===== src/ym_reg_cfg.svh =====
`ifndef YM_REG_CFG_SVH
`define YM_REG_CFG_SVH

// slot timing. A sample period visits every operator of every channel once.
`define YM_SLOTS 24
`define YM_SLOT_W 5

// register field widths.
`define YM_FNUM_W 11
`define YM_BLOCK_W 3
`define YM_TL_W 7
`define YM_MULTI_W 4
`define YM_DT_W 3

// global key-on register, bank 0 only.
`define YM_ADDR_KEYON 8'h28

// operator register groups, taken from address bits [7:4].
`define YM_OP_MULDT 4'h3
`define YM_OP_TL 4'h4

// channel registers, taken from address bits [7:2].
`define YM_CH_FNUM_LO 6'h28 // register 0xA0.
`define YM_CH_FNUM_HI 6'h29 // register 0xA4.

`endif


===== src/ym_reg_pkg.sv =====
package ym_reg_pkg;

	// held register address {bank, address byte}.
	// operator registers put the operator in bits [3:2]; channel registers
	// use all six upper bits as the register select.
	typedef union packed {
		struct packed {
			logic       bank;
			logic [3:0] group;
			logic [1:0] op;
			logic [1:0] ch;
		} op;
		struct packed {
			logic       bank;
			logic [5:0] regsel;
			logic [1:0] ch;
		} chn;
	} reg_addr_u;

endpackage


===== src/ym_bus_latch.sv =====
module ym_bus_latch
	import ym_reg_pkg::*;
(
	input  logic       mclk_i,
	input  logic       arst_n_i,
	input  logic [7:0] data_i,
	input  logic       bank_i,
	input  logic       addr_wr_i,
	input  logic       data_wr_i,
	output reg_addr_u  addr_o,
	output logic [7:0] wdata_o,
	output logic       pending_o
);

	logic       fm_addr_wr;
	logic       fm_data_wr;
	logic       addr_valid_q;
	logic       pending_q;
	reg_addr_u  addr_q;
	logic [7:0] wdata_q;

	assign fm_addr_wr = addr_wr_i && (data_i[7:4] != 4'h0); // 0x00..0x0f is not an FM register.
	assign fm_data_wr = data_wr_i && addr_valid_q;

	always_ff @(posedge mclk_i or negedge arst_n_i) begin
		if (!arst_n_i) begin
			addr_valid_q <= 1'b0;
			pending_q    <= 1'b0;
		end else begin
			if (addr_wr_i) begin
				addr_valid_q <= fm_addr_wr;
				pending_q    <= 1'b0; // a new address ends the previous write.
			end else if (fm_data_wr) begin
				pending_q <= 1'b1;
			end
		end
	end

	always_ff @(posedge mclk_i) begin
		if (fm_addr_wr) begin
			addr_q <= {bank_i, data_i};
		end
		if (fm_data_wr) begin
			wdata_q <= data_i;
		end
	end

	assign addr_o    = addr_q;
	assign wdata_o   = wdata_q;
	assign pending_o = pending_q;

	// the host interface has no arbitration between the two strobes
	a_strobe_excl: assert property (
		@(posedge mclk_i) disable iff (!arst_n_i)
		!(addr_wr_i && data_wr_i)
	) else $error("address and data strobes asserted in the same cycle");

endmodule


===== src/ym_slot_counter.sv =====
`include "ym_reg_cfg.svh"

module ym_slot_counter
	import ym_reg_pkg::*;
(
	input  logic                  mclk_i,
	input  logic                  arst_n_i,
	input  reg_addr_u             addr_i,
	input  logic                  pending_i,
	output logic [`YM_SLOT_W-1:0] slot_o,
	output logic                  op_hit_o,
	output logic                  ch_hit_o
);

	logic                    run_q;
	logic [1:0]              cnt_lo_q;
	logic [`YM_SLOT_W-3:0]   cnt_hi_q;
	logic                    ch_match;
	logic                    op_match;

	always_ff @(posedge mclk_i or negedge arst_n_i) begin
		if (!arst_n_i) begin
			run_q    <= 1'b0;
			cnt_lo_q <= '0;
			cnt_hi_q <= '0;
		end else begin
			run_q <= 1'b1; // slot 0 is held for one cycle after reset.
			if (run_q) begin
				if (cnt_lo_q == 2'd2) begin
					cnt_lo_q <= '0;
					cnt_hi_q <= cnt_hi_q + 1'b1; // wraps after eight steps.
				end else begin
					cnt_lo_q <= cnt_lo_q + 1'b1;
				end
			end
		end
	end

	assign slot_o = {cnt_hi_q, cnt_lo_q};

	// slot bits: [1:0] channel, [2] part, [4:3] operator.
	assign ch_match = (slot_o[1:0] == addr_i.chn.ch) && (slot_o[2] == addr_i.chn.bank);
	assign op_match = ch_match && (slot_o[4:3] == addr_i.op.op);

	assign ch_hit_o = pending_i && ch_match;
	assign op_hit_o = pending_i && op_match;

	a_lo_range: assert property (
		@(posedge mclk_i) disable iff (!arst_n_i)
		cnt_lo_q != 2'd3
	) else $error("slot counter low bits reached 3");

endmodule


===== src/ym_op_regs.sv =====
`include "ym_reg_cfg.svh"

module ym_op_regs
	import ym_reg_pkg::*;
(
	input  logic                   mclk_i,
	input  logic                   arst_n_i,
	input  reg_addr_u              addr_i,
	input  logic [7:0]             wdata_i,
	input  logic                   op_hit_i,
	output logic [`YM_MULTI_W-1:0] multi_o,
	output logic [`YM_DT_W-1:0]    dt_o,
	output logic [`YM_TL_W-1:0]    tl_o
);

	// one ring entry per slot, packed as {dt, multi, tl}.
	localparam int MULTI_LSB = `YM_TL_W;
	localparam int DT_LSB    = `YM_TL_W + `YM_MULTI_W;
	localparam int ENTRY_W   = `YM_TL_W + `YM_MULTI_W + `YM_DT_W;

	logic [ENTRY_W-1:0]     ring [`YM_SLOTS];
	logic [ENTRY_W-1:0]     head;
	logic [ENTRY_W-1:0]     head_next;
	logic                   wr_muldt;
	logic                   wr_tl;
	logic [`YM_MULTI_W-1:0] head_multi;
	logic [`YM_DT_W-1:0]    head_dt;
	logic [`YM_TL_W-1:0]    head_tl;

	assign head = ring[`YM_SLOTS-1]; // entry of the slot shown on slot_o.

	assign head_tl    = head[`YM_TL_W-1:0];
	assign head_multi = head[MULTI_LSB +: `YM_MULTI_W];
	assign head_dt    = head[DT_LSB +: `YM_DT_W];

	assign wr_muldt = op_hit_i && (addr_i.op.group == `YM_OP_MULDT);
	assign wr_tl    = op_hit_i && (addr_i.op.group == `YM_OP_TL);

	always_comb begin
		head_next = head;
		if (wr_muldt) begin
			head_next[MULTI_LSB +: `YM_MULTI_W] = wdata_i[`YM_MULTI_W-1:0];
			head_next[DT_LSB +: `YM_DT_W]       = wdata_i[`YM_MULTI_W +: `YM_DT_W];
		end
		if (wr_tl) begin
			head_next[`YM_TL_W-1:0] = wdata_i[`YM_TL_W-1:0];
		end
	end

	// the ring turns once per sample, so a write returns to the head
	// exactly when its slot comes round again.
	always_ff @(posedge mclk_i or negedge arst_n_i) begin
		if (!arst_n_i) begin
			for (int i = 0; i < `YM_SLOTS; i++) begin
				ring[i] <= '0;
			end
		end else begin
			ring[0] <= head_next;
			for (int i = 1; i < `YM_SLOTS; i++) begin
				ring[i] <= ring[i-1];
			end
		end
	end

	assign multi_o = head_multi;
	assign dt_o    = head_dt;
	assign tl_o    = head_tl;

endmodule


===== src/ym_ch_regs.sv =====
`include "ym_reg_cfg.svh"

module ym_ch_regs
	import ym_reg_pkg::*;
(
	input  logic                   mclk_i,
	input  logic                   arst_n_i,
	input  reg_addr_u              addr_i,
	input  logic [7:0]             wdata_i,
	input  logic                   ch_hit_i,
	output logic [`YM_FNUM_W-1:0]  fnum_o,
	output logic [`YM_BLOCK_W-1:0] block_o,
	output logic [1:0]             note_o
);

	// the {part, channel} pattern repeats every six slots.
	localparam int CH_DEPTH = `YM_SLOTS / 4;
	localparam int HI_W     = `YM_BLOCK_W + `YM_FNUM_W - 8;
	localparam int FREQ_W   = `YM_BLOCK_W + `YM_FNUM_W;

	logic [HI_W-1:0]       hi_ring [CH_DEPTH];
	logic [FREQ_W-1:0]     freq_ring [`YM_SLOTS];
	logic [HI_W-1:0]       hi_head;
	logic [FREQ_W-1:0]     freq_head;
	logic                  wr_a0;
	logic                  wr_a4;
	logic [`YM_FNUM_W-1:0] fnum;

	assign wr_a0 = ch_hit_i && (addr_i.chn.regsel == `YM_CH_FNUM_LO);
	assign wr_a4 = ch_hit_i && (addr_i.chn.regsel == `YM_CH_FNUM_HI);

	assign hi_head   = hi_ring[CH_DEPTH-1];
	assign freq_head = freq_ring[`YM_SLOTS-1];

	always_ff @(posedge mclk_i or negedge arst_n_i) begin
		if (!arst_n_i) begin
			for (int i = 0; i < CH_DEPTH; i++) begin
				hi_ring[i] <= '0;
			end
		end else begin
			hi_ring[0] <= wr_a4 ? wdata_i[HI_W-1:0] : hi_head; // {block, fnum[10:8]}.
			for (int i = 1; i < CH_DEPTH; i++) begin
				hi_ring[i] <= hi_ring[i-1];
			end
		end
	end

	// every operator slot of the channel takes the committed value.
	always_ff @(posedge mclk_i or negedge arst_n_i) begin
		if (!arst_n_i) begin
			for (int i = 0; i < `YM_SLOTS; i++) begin
				freq_ring[i] <= '0;
			end
		end else begin
			freq_ring[0] <= wr_a0 ? {hi_head, wdata_i} : freq_head;
			for (int i = 1; i < `YM_SLOTS; i++) begin
				freq_ring[i] <= freq_ring[i-1];
			end
		end
	end

	assign fnum    = freq_head[`YM_FNUM_W-1:0];
	assign fnum_o  = fnum;
	assign block_o = freq_head[FREQ_W-1 -: `YM_BLOCK_W];

	assign note_o[1] = fnum[10];
	assign note_o[0] = fnum[10] ? (fnum[9:7] != 3'h0) : (fnum[9:7] == 3'h7);

endmodule


===== src/ym_key_on.sv =====
`include "ym_reg_cfg.svh"

module ym_key_on (
	input  logic                  mclk_i,
	input  logic                  arst_n_i,
	input  logic [7:0]            wdata_i,
	input  logic                  pending_i,
	input  logic [8:0]            addr_i,
	input  logic [`YM_SLOT_W-1:0] slot_i,
	output logic                  kon_o
);

	localparam int         CH_DEPTH = `YM_SLOTS / 4;
	localparam logic [1:0] LOAD_OP  = 2'd3; // load on the last operator slot of the channel.

	logic                wr_kon;
	logic                ch_match;
	logic [2:0]          ch_q;
	logic [3:0]          mask_q;
	logic [3:0]          kon_load;
	logic [3:0]          kon_in;
	logic [CH_DEPTH-1:0] kon_sr [4];

	assign wr_kon = pending_i && (addr_i == {1'b0, `YM_ADDR_KEYON});

	always_ff @(posedge mclk_i or negedge arst_n_i) begin
		if (!arst_n_i) begin
			ch_q   <= '0;
			mask_q <= '0;
		end else if (wr_kon) begin
			ch_q   <= wdata_i[2:0]; // {part, channel}.
			mask_q <= wdata_i[7:4];
		end
	end

	assign ch_match = (slot_i == {LOAD_OP, ch_q});

	// ring o is presented on operator o; rings take mask bits 0, 3, 1, 2.
	assign kon_load = {mask_q[2], mask_q[1], mask_q[3], mask_q[0]};

	always_comb begin
		for (int o = 0; o < 4; o++) begin
			kon_in[o] = ch_match ? kon_load[o] : kon_sr[(o + 1) % 4][CH_DEPTH-1];
		end
	end

	always_ff @(posedge mclk_i or negedge arst_n_i) begin
		if (!arst_n_i) begin
			for (int o = 0; o < 4; o++) begin
				kon_sr[o] <= '0;
			end
		end else begin
			for (int o = 0; o < 4; o++) begin
				kon_sr[o] <= {kon_sr[o][CH_DEPTH-2:0], kon_in[o]};
			end
		end
	end

	assign kon_o = kon_sr[0][CH_DEPTH-1];

endmodule


===== src/ym_reg_ctrl.sv =====
`include "ym_reg_cfg.svh"

module ym_reg_ctrl
	import ym_reg_pkg::*;
(
	input  logic                   mclk_i,
	input  logic                   arst_n_i,
	input  logic [7:0]             data_i,
	input  logic                   bank_i,
	input  logic                   addr_wr_i,
	input  logic                   data_wr_i,
	output logic [`YM_SLOT_W-1:0]  slot_o,
	output logic [`YM_MULTI_W-1:0] multi_o,
	output logic [`YM_DT_W-1:0]    dt_o,
	output logic [`YM_TL_W-1:0]    tl_o,
	output logic [`YM_FNUM_W-1:0]  fnum_o,
	output logic [`YM_BLOCK_W-1:0] block_o,
	output logic [1:0]             note_o,
	output logic                   kon_o
);

	reg_addr_u  addr;
	logic [7:0] wdata;
	logic       pending;
	logic       op_hit;
	logic       ch_hit;

	ym_bus_latch u_bus_latch (
		.mclk_i    (mclk_i),
		.arst_n_i  (arst_n_i),
		.data_i    (data_i),
		.bank_i    (bank_i),
		.addr_wr_i (addr_wr_i),
		.data_wr_i (data_wr_i),
		.addr_o    (addr),
		.wdata_o   (wdata),
		.pending_o (pending)
	);

	ym_slot_counter u_slot_counter (
		.mclk_i    (mclk_i),
		.arst_n_i  (arst_n_i),
		.addr_i    (addr),
		.pending_i (pending),
		.slot_o    (slot_o),
		.op_hit_o  (op_hit),
		.ch_hit_o  (ch_hit)
	);

	ym_op_regs u_op_regs (
		.mclk_i   (mclk_i),
		.arst_n_i (arst_n_i),
		.addr_i   (addr),
		.wdata_i  (wdata),
		.op_hit_i (op_hit),
		.multi_o  (multi_o),
		.dt_o     (dt_o),
		.tl_o     (tl_o)
	);

	ym_ch_regs u_ch_regs (
		.mclk_i   (mclk_i),
		.arst_n_i (arst_n_i),
		.addr_i   (addr),
		.wdata_i  (wdata),
		.ch_hit_i (ch_hit),
		.fnum_o   (fnum_o),
		.block_o  (block_o),
		.note_o   (note_o)
	);

	ym_key_on u_key_on (
		.mclk_i    (mclk_i),
		.arst_n_i  (arst_n_i),
		.wdata_i   (wdata),
		.pending_i (pending),
		.addr_i    (addr),
		.slot_i    (slot_o),
		.kon_o     (kon_o)
	);

endmodule


===== config.mk =====
export PLATFORM = sky130hd
export DESIGN_NAME = ym_reg_ctrl
export DESIGN_NICKNAME = d
export VERILOG_FILES = /design/src/ym_reg_pkg.sv /design/src/ym_bus_latch.sv /design/src/ym_slot_counter.sv /design/src/ym_op_regs.sv /design/src/ym_ch_regs.sv /design/src/ym_key_on.sv /design/src/ym_reg_ctrl.sv
export VERILOG_INCLUDE_DIRS = /design/src /design/src/src
export SDC_FILE = /design/constraint.sdc
export NUM_CORES = 1
export LEC_CHECK = 0
export BUFFER_PORTS_ARGS = -buffer_cell sky130_fd_sc_hd__buf_2
export CAP_MARGIN = 20
export CORE_ASPECT_RATIO = 1.5
export CORE_MARGIN = 2
export CORE_UTILIZATION = 45
export DETAILED_ROUTE_END_ITERATION = 10
export MAX_ROUTING_LAYER = met4
export PLACE_DENSITY = 0.59
export SYNTH_ARGS = -nofsm -noshare
export SYNTH_HDL_FRONTEND = slang
export SYNTH_SLANG_ARGS = --single-unit

===== constraint.sdc =====
create_clock -name mclk_i -period 2.3 [get_ports mclk_i]
set_clock_uncertainty 0.05 [all_clocks]
set_input_delay 0.23 -clock mclk_i [delete_from_list [all_inputs] [get_ports mclk_i]]
set_output_delay 0.23 -clock mclk_i [all_outputs]
set_load 0.01 [all_outputs]

After elaboration in Yosys (flattened, before gate mapping)
Index checks and enable logic that the tools add are counted.
{ "word_totals": {"word_cells": 107, "inputBits": 13, "out_inout_bits": 36, "ff_bits": 764} }
{ "op_classes": {"add_sub_neg": 2, "mux": 12, "eq_ne": 11, "n_reduce_logical": 15} }
{ "op_table": {"columns": ["op", "n"], "rows": [
  ["$mux W14", 1],
  ["$mux W7", 2],
  ["$eq A6 B6 Y1 const B", 2],
  ["$logic_and A1 B1 Y1", 11],
  ["$eq A9 B6 Y1 const B", 1],
  ["$mux W1", 7],
  ["$mux W6", 1],
  ["$eq A5 B5 Y1", 1],
  ["$eq A2 B2 Y1", 2],
  ["$eq A4 B2 Y1 const B", 1],
  ["$eq A4 B3 Y1 const B", 1],
  ["$reduce_bool A4 Y1", 1],
  ["$add A3 B1 Y3 const B", 1],
  ["$eq A3 B3 Y1 const B", 1],
  ["$reduce_bool A3 Y1", 1],
  ["$add A2 B1 Y2 const B", 1],
  ["$eq A2 B2 Y1 const B", 1],
  ["$mux W2", 1],
  ["$reduce_and A2 Y1", 1],
  ["$reduce_bool A2 Y1", 1],
  ["$eq A1 B1 Y1", 1]
]} }

Depth between registers and ports, before layout
Gate-level depths: netlist of the first run.
{ "depth": {"ltp_word": 6, "ltp_mapped": 6, "ltp_nobuf": 4} }

By module
A second synthesis of the first run with hierarchy kept.
{ "hier_totals": {"cells_unflattened": 889, "hier_area_um2": 20425.8} }
{ "modules_own_cells": {"columns": ["module", "cells_per_inst", "seq_area_each_um2", "n_inst", "area_each_um2"], "rows": [
  ["ym_ch_regs", 417, 9308.9, 1, 9769.4],
  ["ym_op_regs", 369, 8408.1, 1, 8714.6],
  ["ym_key_on", 50, 775.7, 1, 1022.2],
  ["ym_bus_latch", 26, 560.5, 1, 603.1],
  ["ym_slot_counter", 27, 150.1, 1, 316.6]
]} }

Least setup slack after synthesis of the first run
OpenSTA, ideal clock, no wires.
{ "synth_path": {"kind": "reg2reg", "from": "register u_slot_counter.cnt_lo_q[1]", "to": "register u_ch_regs.freq_ring[325] in the netlist's numbering", "t_arrival_ps": 1745, "path_buffers": 2, "slack_ps": 380, "setup_time_ps": 125, "path_stages_with_launch": 7, "period_less_slack_ps": 1920, "required_time_ps": 2125, "cell_sequence": "dfrtp_1 buf_6 xnor2_1 nand3_1 nor3b_2 buf_4 mux2_2"} }
{ "synth_between": {"elab_chain_len": 5} }
{ "synth_rtl": {"columns": ["item", "line_no", "source"], "rows": [
  ["start: declaration", "ym_slot_counter.sv:16", "logic [1:0] cnt_lo_q;"],
  ["start signal: assignment", "ym_slot_counter.sv:33", "cnt_lo_q <= cnt_lo_q + 1'b1;"],
  ["$eq A2 B2 Y1", "ym_slot_counter.sv:42", "assign ch_match = (slot_o[1:0] == addr_i.chn.ch) && (slot_o[2] == addr_i.chn.bank);"],
  ["$logic_and A1 B1 Y1", "ym_slot_counter.sv:42", null],
  ["$logic_and A1 B1 Y1", "ym_slot_counter.sv:45", "assign ch_hit_o = pending_i && ch_match;"],
  ["$logic_and A1 B1 Y1", "ym_ch_regs.sv:29", "assign wr_a0 = ch_hit_i && (addr_i.chn.regsel == `YM_CH_FNUM_LO);"],
  ["$mux W14", "ym_ch_regs.sv:55", "freq_ring[0] <= wr_a0 ? {hi_head, wdata_i} : freq_head;"],
  ["end signal: indexed assignment", "ym_ch_regs.sv:57", "freq_ring[i] <= freq_ring[i-1];"],
  ["end: declaration", "ym_ch_regs.sv:22", "logic [FREQ_W-1:0] freq_ring [`YM_SLOTS];"]
]} }
Every way passes these cells.
A chain may end at the register's enable or synchronous reset.

Worst setup path in the final report of the first run
{ "layout_path": {"from": "register u_slot_counter.cnt_hi_q[0]", "to": "register u_ch_regs.freq_ring[329] in the netlist's numbering"} }
{ "layout_between": {"elab_chain_len": 5} }
{ "layout_rtl": {"columns": ["item", "line_no", "source"], "rows": [
  ["start: declaration", "ym_slot_counter.sv:17", "logic [`YM_SLOT_W-3:0] cnt_hi_q;"],
  ["start signal: assignment", "ym_slot_counter.sv:31", "cnt_hi_q <= cnt_hi_q + 1'b1;"],
  ["$eq A1 B1 Y1", "ym_slot_counter.sv:42", null],
  ["$logic_and A1 B1 Y1", "ym_slot_counter.sv:42", null],
  ["$logic_and A1 B1 Y1", "ym_slot_counter.sv:45", null],
  ["$logic_and A1 B1 Y1", "ym_ch_regs.sv:29", null],
  ["$mux W14", "ym_ch_regs.sv:55", null]
]} }
Every way passes these cells.

==> results of run 1 <==
-- logic make-up (layout without fill, tap and decap cells) --
group,count (synthesis),in the layout,synth area share
DFF,764,764,0.9452
muxes,47,47,0.02599
buffers and inverters,33,195,0.01201
and+or+nand+nor,29,29,0.01028
xor gates and xnor gates,9,9,0.003880
AOI/OAI and AO/OA,6,6,0.001847
adders and majority gates,1,1,0.0006157
other,1,1,0.0001846
-- layer usage --
metal | wire length (um) | GRT usage | vias to the layer above
li1 | - | - | 3039
met1 | 13290 | 0.1979 | 3897
met2 | 12410 | 0.1802 | 124
met3 | 1423 | 0.03253 | 66
met4 | 798 | 0.05981 | 0
met5 | 0 | - | -
-- state kept, by name (all words and copies together), names as in the netlist, 2 cells and up --
name                     cells
u_bus_latch.addr_o           9
u_bus_latch.wdata_o          8
u_ch_regs.freq_head         14
u_ch_regs.freq_ring        322
u_ch_regs.hi_head            6
u_ch_regs.hi_ring           30
u_key_on.ch_q                3
u_key_on.kon_sr             23
u_key_on.mask_q              4
u_op_regs.head              14
u_op_regs.ring             322
u_slot_counter.cnt_hi_q      3
u_slot_counter.cnt_lo_q      2
-- power breakdown --
group | leakage, nW | total, mW | internal [mW] | switching [mW]
logic | 0.779 | 0.618 | 0.182 | 0.437
clock network | 1.12 | 11.4 | 6.81 | 4.60
registers | 10.6 | 13.7 | 13.6 | 0.111
-- worst paths after layout --
path / to / slack [ns]
min reg2reg: u_ch_regs.freq_ring[219] / 0.29
min: u_ch_regs.freq_ring[247] / 0.09
max in group asynchronous: u_op_regs.ring[165] / 1.22
min in group mclk_i: u_bus_latch.wdata_o[4] / 0.20
max: u_ch_regs.freq_ring[329] / 0.28
max reg2reg: u_ch_regs.freq_ring[329] / 0.28
-- stage by stage --
step                hold WS [ns]  worst slack (ns)  power, mW
floorplan                -0.1156            0.3799      14.13
global placement         0.09857            0.3487      14.56
detailed placement        0.1019            0.2752      14.58
CTS                      0.07504            0.2239      26.15
global route             0.09245            0.2036      26.77
finish                   0.08723            0.2807      25.72
-- synthesized netlist by cell type --
library cell | instances | share of area
sky130_fd_sc_hd__a21oi_1 | 2 | 0.00049
sky130_fd_sc_hd__and2_0 | 1 | 0.00031
sky130_fd_sc_hd__and2_1 | 1 | 0.00031
sky130_fd_sc_hd__buf_4 | 30 | 0.011
sky130_fd_sc_hd__buf_6 | 1 | 0.00055
sky130_fd_sc_hd__conb_1 | 1 | 0.00018
sky130_fd_sc_hd__dfrtp_1 | 747 | 0.92
sky130_fd_sc_hd__edfxtp_1 | 17 | 0.025
sky130_fd_sc_hd__ha_1 | 1 | 0.00062
sky130_fd_sc_hd__inv_1 | 2 | 0.00037
sky130_fd_sc_hd__mux2_2 | 46 | 0.025
sky130_fd_sc_hd__mux2i_1 | 1 | 0.00049
sky130_fd_sc_hd__nand2_1 | 3 | 0.00055
sky130_fd_sc_hd__nand2b_1 | 1 | 0.00031
sky130_fd_sc_hd__nand3_1 | 4 | 0.00099
sky130_fd_sc_hd__nand3b_1 | 2 | 0.00074
sky130_fd_sc_hd__nand4_1 | 2 | 0.00062
sky130_fd_sc_hd__nor2_1 | 4 | 0.00074
sky130_fd_sc_hd__nor2b_1 | 1 | 0.00031
sky130_fd_sc_hd__nor3_1 | 2 | 0.00049
sky130_fd_sc_hd__nor3_2 | 1 | 0.00049
sky130_fd_sc_hd__nor3b_1 | 2 | 0.00074
sky130_fd_sc_hd__nor3b_2 | 1 | 0.00062
sky130_fd_sc_hd__nor4_1 | 1 | 0.00031
sky130_fd_sc_hd__nor4_4 | 2 | 0.0021
sky130_fd_sc_hd__o211ai_2 | 1 | 0.00062
sky130_fd_sc_hd__o21ai_0 | 3 | 0.00074
sky130_fd_sc_hd__or4b_4 | 1 | 0.00068
sky130_fd_sc_hd__xnor2_1 | 7 | 0.0030
sky130_fd_sc_hd__xor2_1 | 2 | 0.00086
-- repair_timing --
action                                 in CTS  in global routing
endpoints found under the hold margin     498                  0
gates resized for setup                     0                  0
hold buffers                               12                  0
-- cell type report --
class,instances,share of cell area
flip-flops and latches,764,0.8096
clock buffers,93,0.08345
multi-input cells,93,0.03666
well taps,582,0.03070
repair buffers,76,0.02595
clock inverters,24,0.01329
inverters,2,0.0003165
==> flow_summary.toml, run 1 <==
[outcome]
status = "finished clean"

[floorplanning]
floorplan.initialDensity = 0.4546
dieArea_mm2 = 0.04690
io_pins = 49
num_rows = 95
fp.dieH_um = 264.2
core-area_mm2 = 0.04469
floorplan.die.width_um = 177.5

[finish]
layout_common_cells = "747 x sky130_fd_sc_hd__dfrtp_1, 71 x sky130_fd_sc_hd__clkbuf_16, 47 x sky130_fd_sc_hd__buf_2, 46 x sky130_fd_sc_hd__mux2_2, 17 x sky130_fd_sc_hd__edfxtp_1"
design_area_mm2 = 0.02372
multi_input_area_um2 = 869.6
layout.nets = 1017
antenna_cells_inserted = 0
layout.filler_cells = 3476
final_util = 0.5307
ff_latch_area_mm2 = 0.01920
final_layout_size_suffix_gt1_frac = 0.2120
non_filler_instances = 1634
area_delta_synth_final_pct = 16.74
layout.cells.most_common = "sky130_fd_sc_hd__dfrtp_1"

[cts]
clkSinkCount = 764
cts_inserted_buffers = 66
cell_at_the_root_of_the_clock_tree = "sky130_fd_sc_hd__clkbuf_16"
cts_tree = "built"
clkTransAtPathRegs_ns = 0.06
worst_skew_pair.late_latency_ns = 0.58
postCtsSetupBuffers = 0
cts_htree_levels = 3
cts_max_path_buffers = 3

[global_route]
globalRoute.totalOverflow = 0
vias_in_the_first_global_route = 7987
grt_start_max_net_pins = 120
initial_antenna_violation_count = 4
grt_first_pass_wirelength_mm = 46.00
groute.usage.overall = 0.1346

[place]
routabilityCongestion = 0.7234
numPortBuffers = 48
place.detailed.hpwl_mm = 15.43
dpl_cell_area_mm2 = 0.02130
place_inst = 1505

[timing]
setup-tns-final_ns = 0
timing.final.hold_violations = 0
worst-slew-pin-transition_ns = 0.7427
max_slew_headroom_at_the_worst_pin = 0.5038
rsz_0062_raised_after_global_routing = "no"
fin_crit_sh = 0.8779
setup_viol = 0
final-max-slew-violation-count = 0
max_freq_mhz = 495.2
timing.final.crit_period_ns = 2.019

[pwr]
p_per_area_mw_per_mm2 = 1084
p_leak_nw = 12.49
ir_drop_mv = 0.6092

[synth]
seq_area_frac_synth = 0.9452
synth.ff_latch_count = 764
synthesis.area_per_instance_um2 = 22.83
post_synthesis_cell_count = 890
synth.cell_area_mm2 = 0.02032
synth_cell_type_count = 30
ys.warnings.count = 0
synth.net_count = 904

[worst_setup_path]
timing.reg2reg.worst_path_depth = 5
cp-startpoint = "u_slot_counter.cnt_hi_q[0]"
critical_path_peak_fanout = 12
worst_path_required_ns = 2.71
timing.critical_path.arrival_ns = 2.43
critPathCaptureType = "flop"
slowest_delay_ns = 0.46
start_of_the_worst_register_to_register_path = "u_slot_counter.cnt_hi_q[0]"
slowest_stage = "sky130_fd_sc_hd__dfrtp_1"
worstPathCellList = "xnor2_1, o211ai_2, nor3b_2, buf_12, mux2_2"
worstPathBufferInverterCount = 1
criticalPathCategory = "flop to flop"
start_kind = "flop"
path_delay_family = "flip-flops"
critical_path_cell_count = 5

[drt]
route.detailed.wl_per_inst_um = 17.08
avgViaCountPerCell = 4.361
detailedRoute.firstPassIterationCount = 4
remaining_drc_errors = 0
initialDrtViolationCount = 395
detail_route.wirelength_mm = 27.92
vias = 7126
ant_nets = 0

[hold_path]
hold_path.class = "input pin to asynchronous set/reset pin"

[run]
cap_viol_max_count = 0
Note: power is estimated with default switching activity, not from simulation.
==> run 2, diff against run 1 <==
--- a/config.mk
+++ b/config.mk
@@ -12,6 +12,7 @@
 export CORE_MARGIN = 2
 export CORE_UTILIZATION = 45
 export DETAILED_ROUTE_END_ITERATION = 10
+export GPL_TIMING_DRIVEN = 0
 export MAX_ROUTING_LAYER = met4
 export PLACE_DENSITY = 0.59
 export SYNTH_ARGS = -nofsm -noshare
==> constraint.sdc (replaced) <==
create_clock -name mclk_i -period 1.9 [get_ports mclk_i]
set_clock_uncertainty 0.05 [all_clocks]
set_input_delay 0.19 -clock mclk_i [delete_from_list [all_inputs] [get_ports mclk_i]]
set_output_delay 0.19 -clock mclk_i [all_outputs]
set_load 0.01 [all_outputs]
==> run 2 against run 1 <==
The flow now finishes with violations (hold timing, setup timing). Critical path type unchanged. Die area unchanged. Largest power group unchanged. Wire length increased by 5.2%. Highest routed layer unchanged. Critical path depth unchanged. Combinational power increased by 55%. Sequential cell count unchanged. Cell area increased by 2.1%. Critical endpoint is now u_op_regs.ring[332]. Hold slack got worse by 0.50 ns. Sequential power increased by 21%. Fmax increased by 3.0%. Clock-buffer cell count increased by 7. First-iteration DRC count increased by 33%. Global-route usage increased by 0.43 points.
==> flow_summary.toml, run 2 (synthesis results as in run 1) <==
[worst_setup_path]
worstReg2RegEnd = "u_op_regs.ring[332]"
worst-r2r-setup-slack_ns = -0.06
start_kind = "flop"
slowest_stage = "sky130_fd_sc_hd__edfxtp_1"
timing.reg2reg.worst_path_depth = 5
worstPathCellList = "xnor2_4, nand2_4, nor4_4, buf_6, mux2_2"
cp-startpoint = "u_bus_latch.addr_o[1]"
critPathCaptureType = "flop"
critical_path_peak_fanout = 4
timing.critical_path.arrival_ns = 2.35
worst_path_required_ns = 2.29
start_of_the_worst_register_to_register_path = "u_bus_latch.addr_o[1]"
criticalPathCategory = "flop to flop"
slowest_delay_ns = 0.48

[global_route]
vias_in_the_first_global_route = 8110
initial_antenna_violation_count = 0
groute.usage.overall = 0.1389
globalRoute.totalOverflow = 0
grt_start_max_net_pins = 126
grt_first_pass_wirelength_mm = 47.71

[finish]
final_layout_size_suffix_gt1_frac = 0.2473
largestRegisters = "u_ch_regs.freq_ring: 322 flops, u_op_regs.ring: 322 flops, u_ch_regs.hi_ring: 30 flops"
area_delta_synth_final_pct = 19.16
layout_common_cells = "744 x sky130_fd_sc_hd__dfrtp_1, 72 x sky130_fd_sc_hd__clkbuf_16, 47 x sky130_fd_sc_hd__buf_2, 40 x sky130_fd_sc_hd__buf_4"
final_util = 0.5417
layout.nets = 1060
layout.cells.most_common = "sky130_fd_sc_hd__dfrtp_1"
antenna_cells_inserted = 0
layout.filler_cells = 3443

[place]
dpl_worst_slack_ns = -1.203
place.detailed.hpwl_mm = 15.10
routabilityCongestion = 0.7375
numPortBuffers = 48

[floorplanning]
num_rows = 95
floorplan.die.width_um = 177.5
fp.dieH_um = 264.2
core-area_mm2 = 0.04469
io_pins = 49
dieArea_mm2 = 0.04690
floorplan.initialDensity = 0.4546

[pwr]
ir_drop_mv = 0.7126
p_per_area_mw_per_mm2 = 1263
p_leak_nw = 12.80
design_power_mw = 30.58

[drt]
vias = 7332
initialDrtViolationCount = 525
dr_wl_met3_mm = 1.043
routedLengthMet1_mm = 14.65
detail_route.wirelength_mm = 29.37
met2_length_mm = 12.58
routed.top_layer = "met4"
ant_nets = 0
route.detailed.wl_per_inst_um = 17.50
remaining_drc_errors = 0
detailedRoute.firstPassIterationCount = 4
avgViaCountPerCell = 4.369

[timing]
setup_viol = 11
timing.final.crit_period_ns = 1.960
rsz_0062_raised_after_global_routing = "yes"
fin_crit_sh = 1.032
setup-tns-final_ns = -0.2798
max_slew_headroom_at_the_worst_pin = 0.5114
post_route_worst_hold_slack_ns = -0.4121
max_freq_mhz = 510.1
worst-slew-pin-transition_ns = 0.7314
final.setup.worst_slack_ns = -0.06026
timing.final.hold_violations = 178
final-max-slew-violation-count = 0

[cts]
cell_at_the_root_of_the_clock_tree = "sky130_fd_sc_hd__clkbuf_16"
worst_skew_pair.late_latency_ns = 0.57
clkTransAtPathRegs_ns = 0.06
cts_tree = "built"
cts_inserted_buffers = 67
cts_htree_levels = 3
clkSinkCount = 764
cts_max_path_buffers = 3

[run]
cap_viol_max_count = 0

[hold_path]
hold_path.class = "input pin to asynchronous set/reset pin"

[outcome]
status = "finished with violations"
violations = "hold timing, setup timing"
[run 2: worst max-delay path by stage]
| stage | cells after the start | slack, ns | to |
|---|---|---|---|
| final | 5 | -0.06 | u_op_regs.ring[332] |
| after global routing | 7 | -0.07 | u_ch_regs.hi_ring[34] |
| after CTS | 4 | -0.04 | u_op_regs.ring[325] |
| after detailed placement | 6 | -1.20 | u_op_regs.ring[304] |
| after global placement | 1 | -14.44 | u_slot_counter.cnt_hi_q[0] |
| after floorplan | 6 | 0.0009 | u_ch_regs.freq_ring[325] |
[run 2: critical path: cells and delay by family (launching register included)]
family / cells / cell delay (ns)
AND/OR/NAND/NOR: 2 / 0.48
buffers and inverters: 1 / 0.19
multiplexers: 1 / 0.37
XOR/XNOR: 1 / 0.28
flip-flops: 1 / 0.48
[run 2: what timing repair did]
item                                    4_1_cts  5_1_grt
setup buffers                                12        4
endpoints found under the setup margin      170       48
hold buffers                                 11        1
gates cloned                                  5        1
endpoints found under the hold margin       234      175
resized for setup                            21       26
pin swaps                                     6        6
[run 2: final cells by class]
cell class / count / area (um2) / area share
flip-flops and latches: 764 / 19210 / 0.7934
repair buffers: 88 / 858.3 / 0.03545
well taps: 582 / 728.2 / 0.03008
clock inverters: 19 / 140.1 / 0.005788
multi-input cells: 93 / 1033 / 0.04269
inverters: 2 / 7.507 / 0.0003101
plain buffers: 30 / 229.0 / 0.009458
clock buffers: 100 / 2006 / 0.08285
[run 2: where the power goes]
| part | switching (mW) | internal (mW) | total, mW |
|---|---|---|---|
| Combinational | 0.613 | 0.346 | 0.959 |
| Sequential | 0.135 | 16.5 | 16.6 |
| Clock | 5.56 | 7.48 | 13.0 |
[run 2: per-stage QoR]
stage,cell area [um2],std cells
2_1_floorplan,20330,890
3_3_place_gp,21290,1520
3_5_place_dp,21470,1526
4_1_cts,24050,1673
5_1_grt,24210,1678
6_report,24210,1678
[run 2: routing by layer]
layer	global-route usage	vias up
li1	-	3116
met1	0.2134	4013
met2	0.1798	134
met3	0.02879	69
met4	0.06225	0
met5	-	-
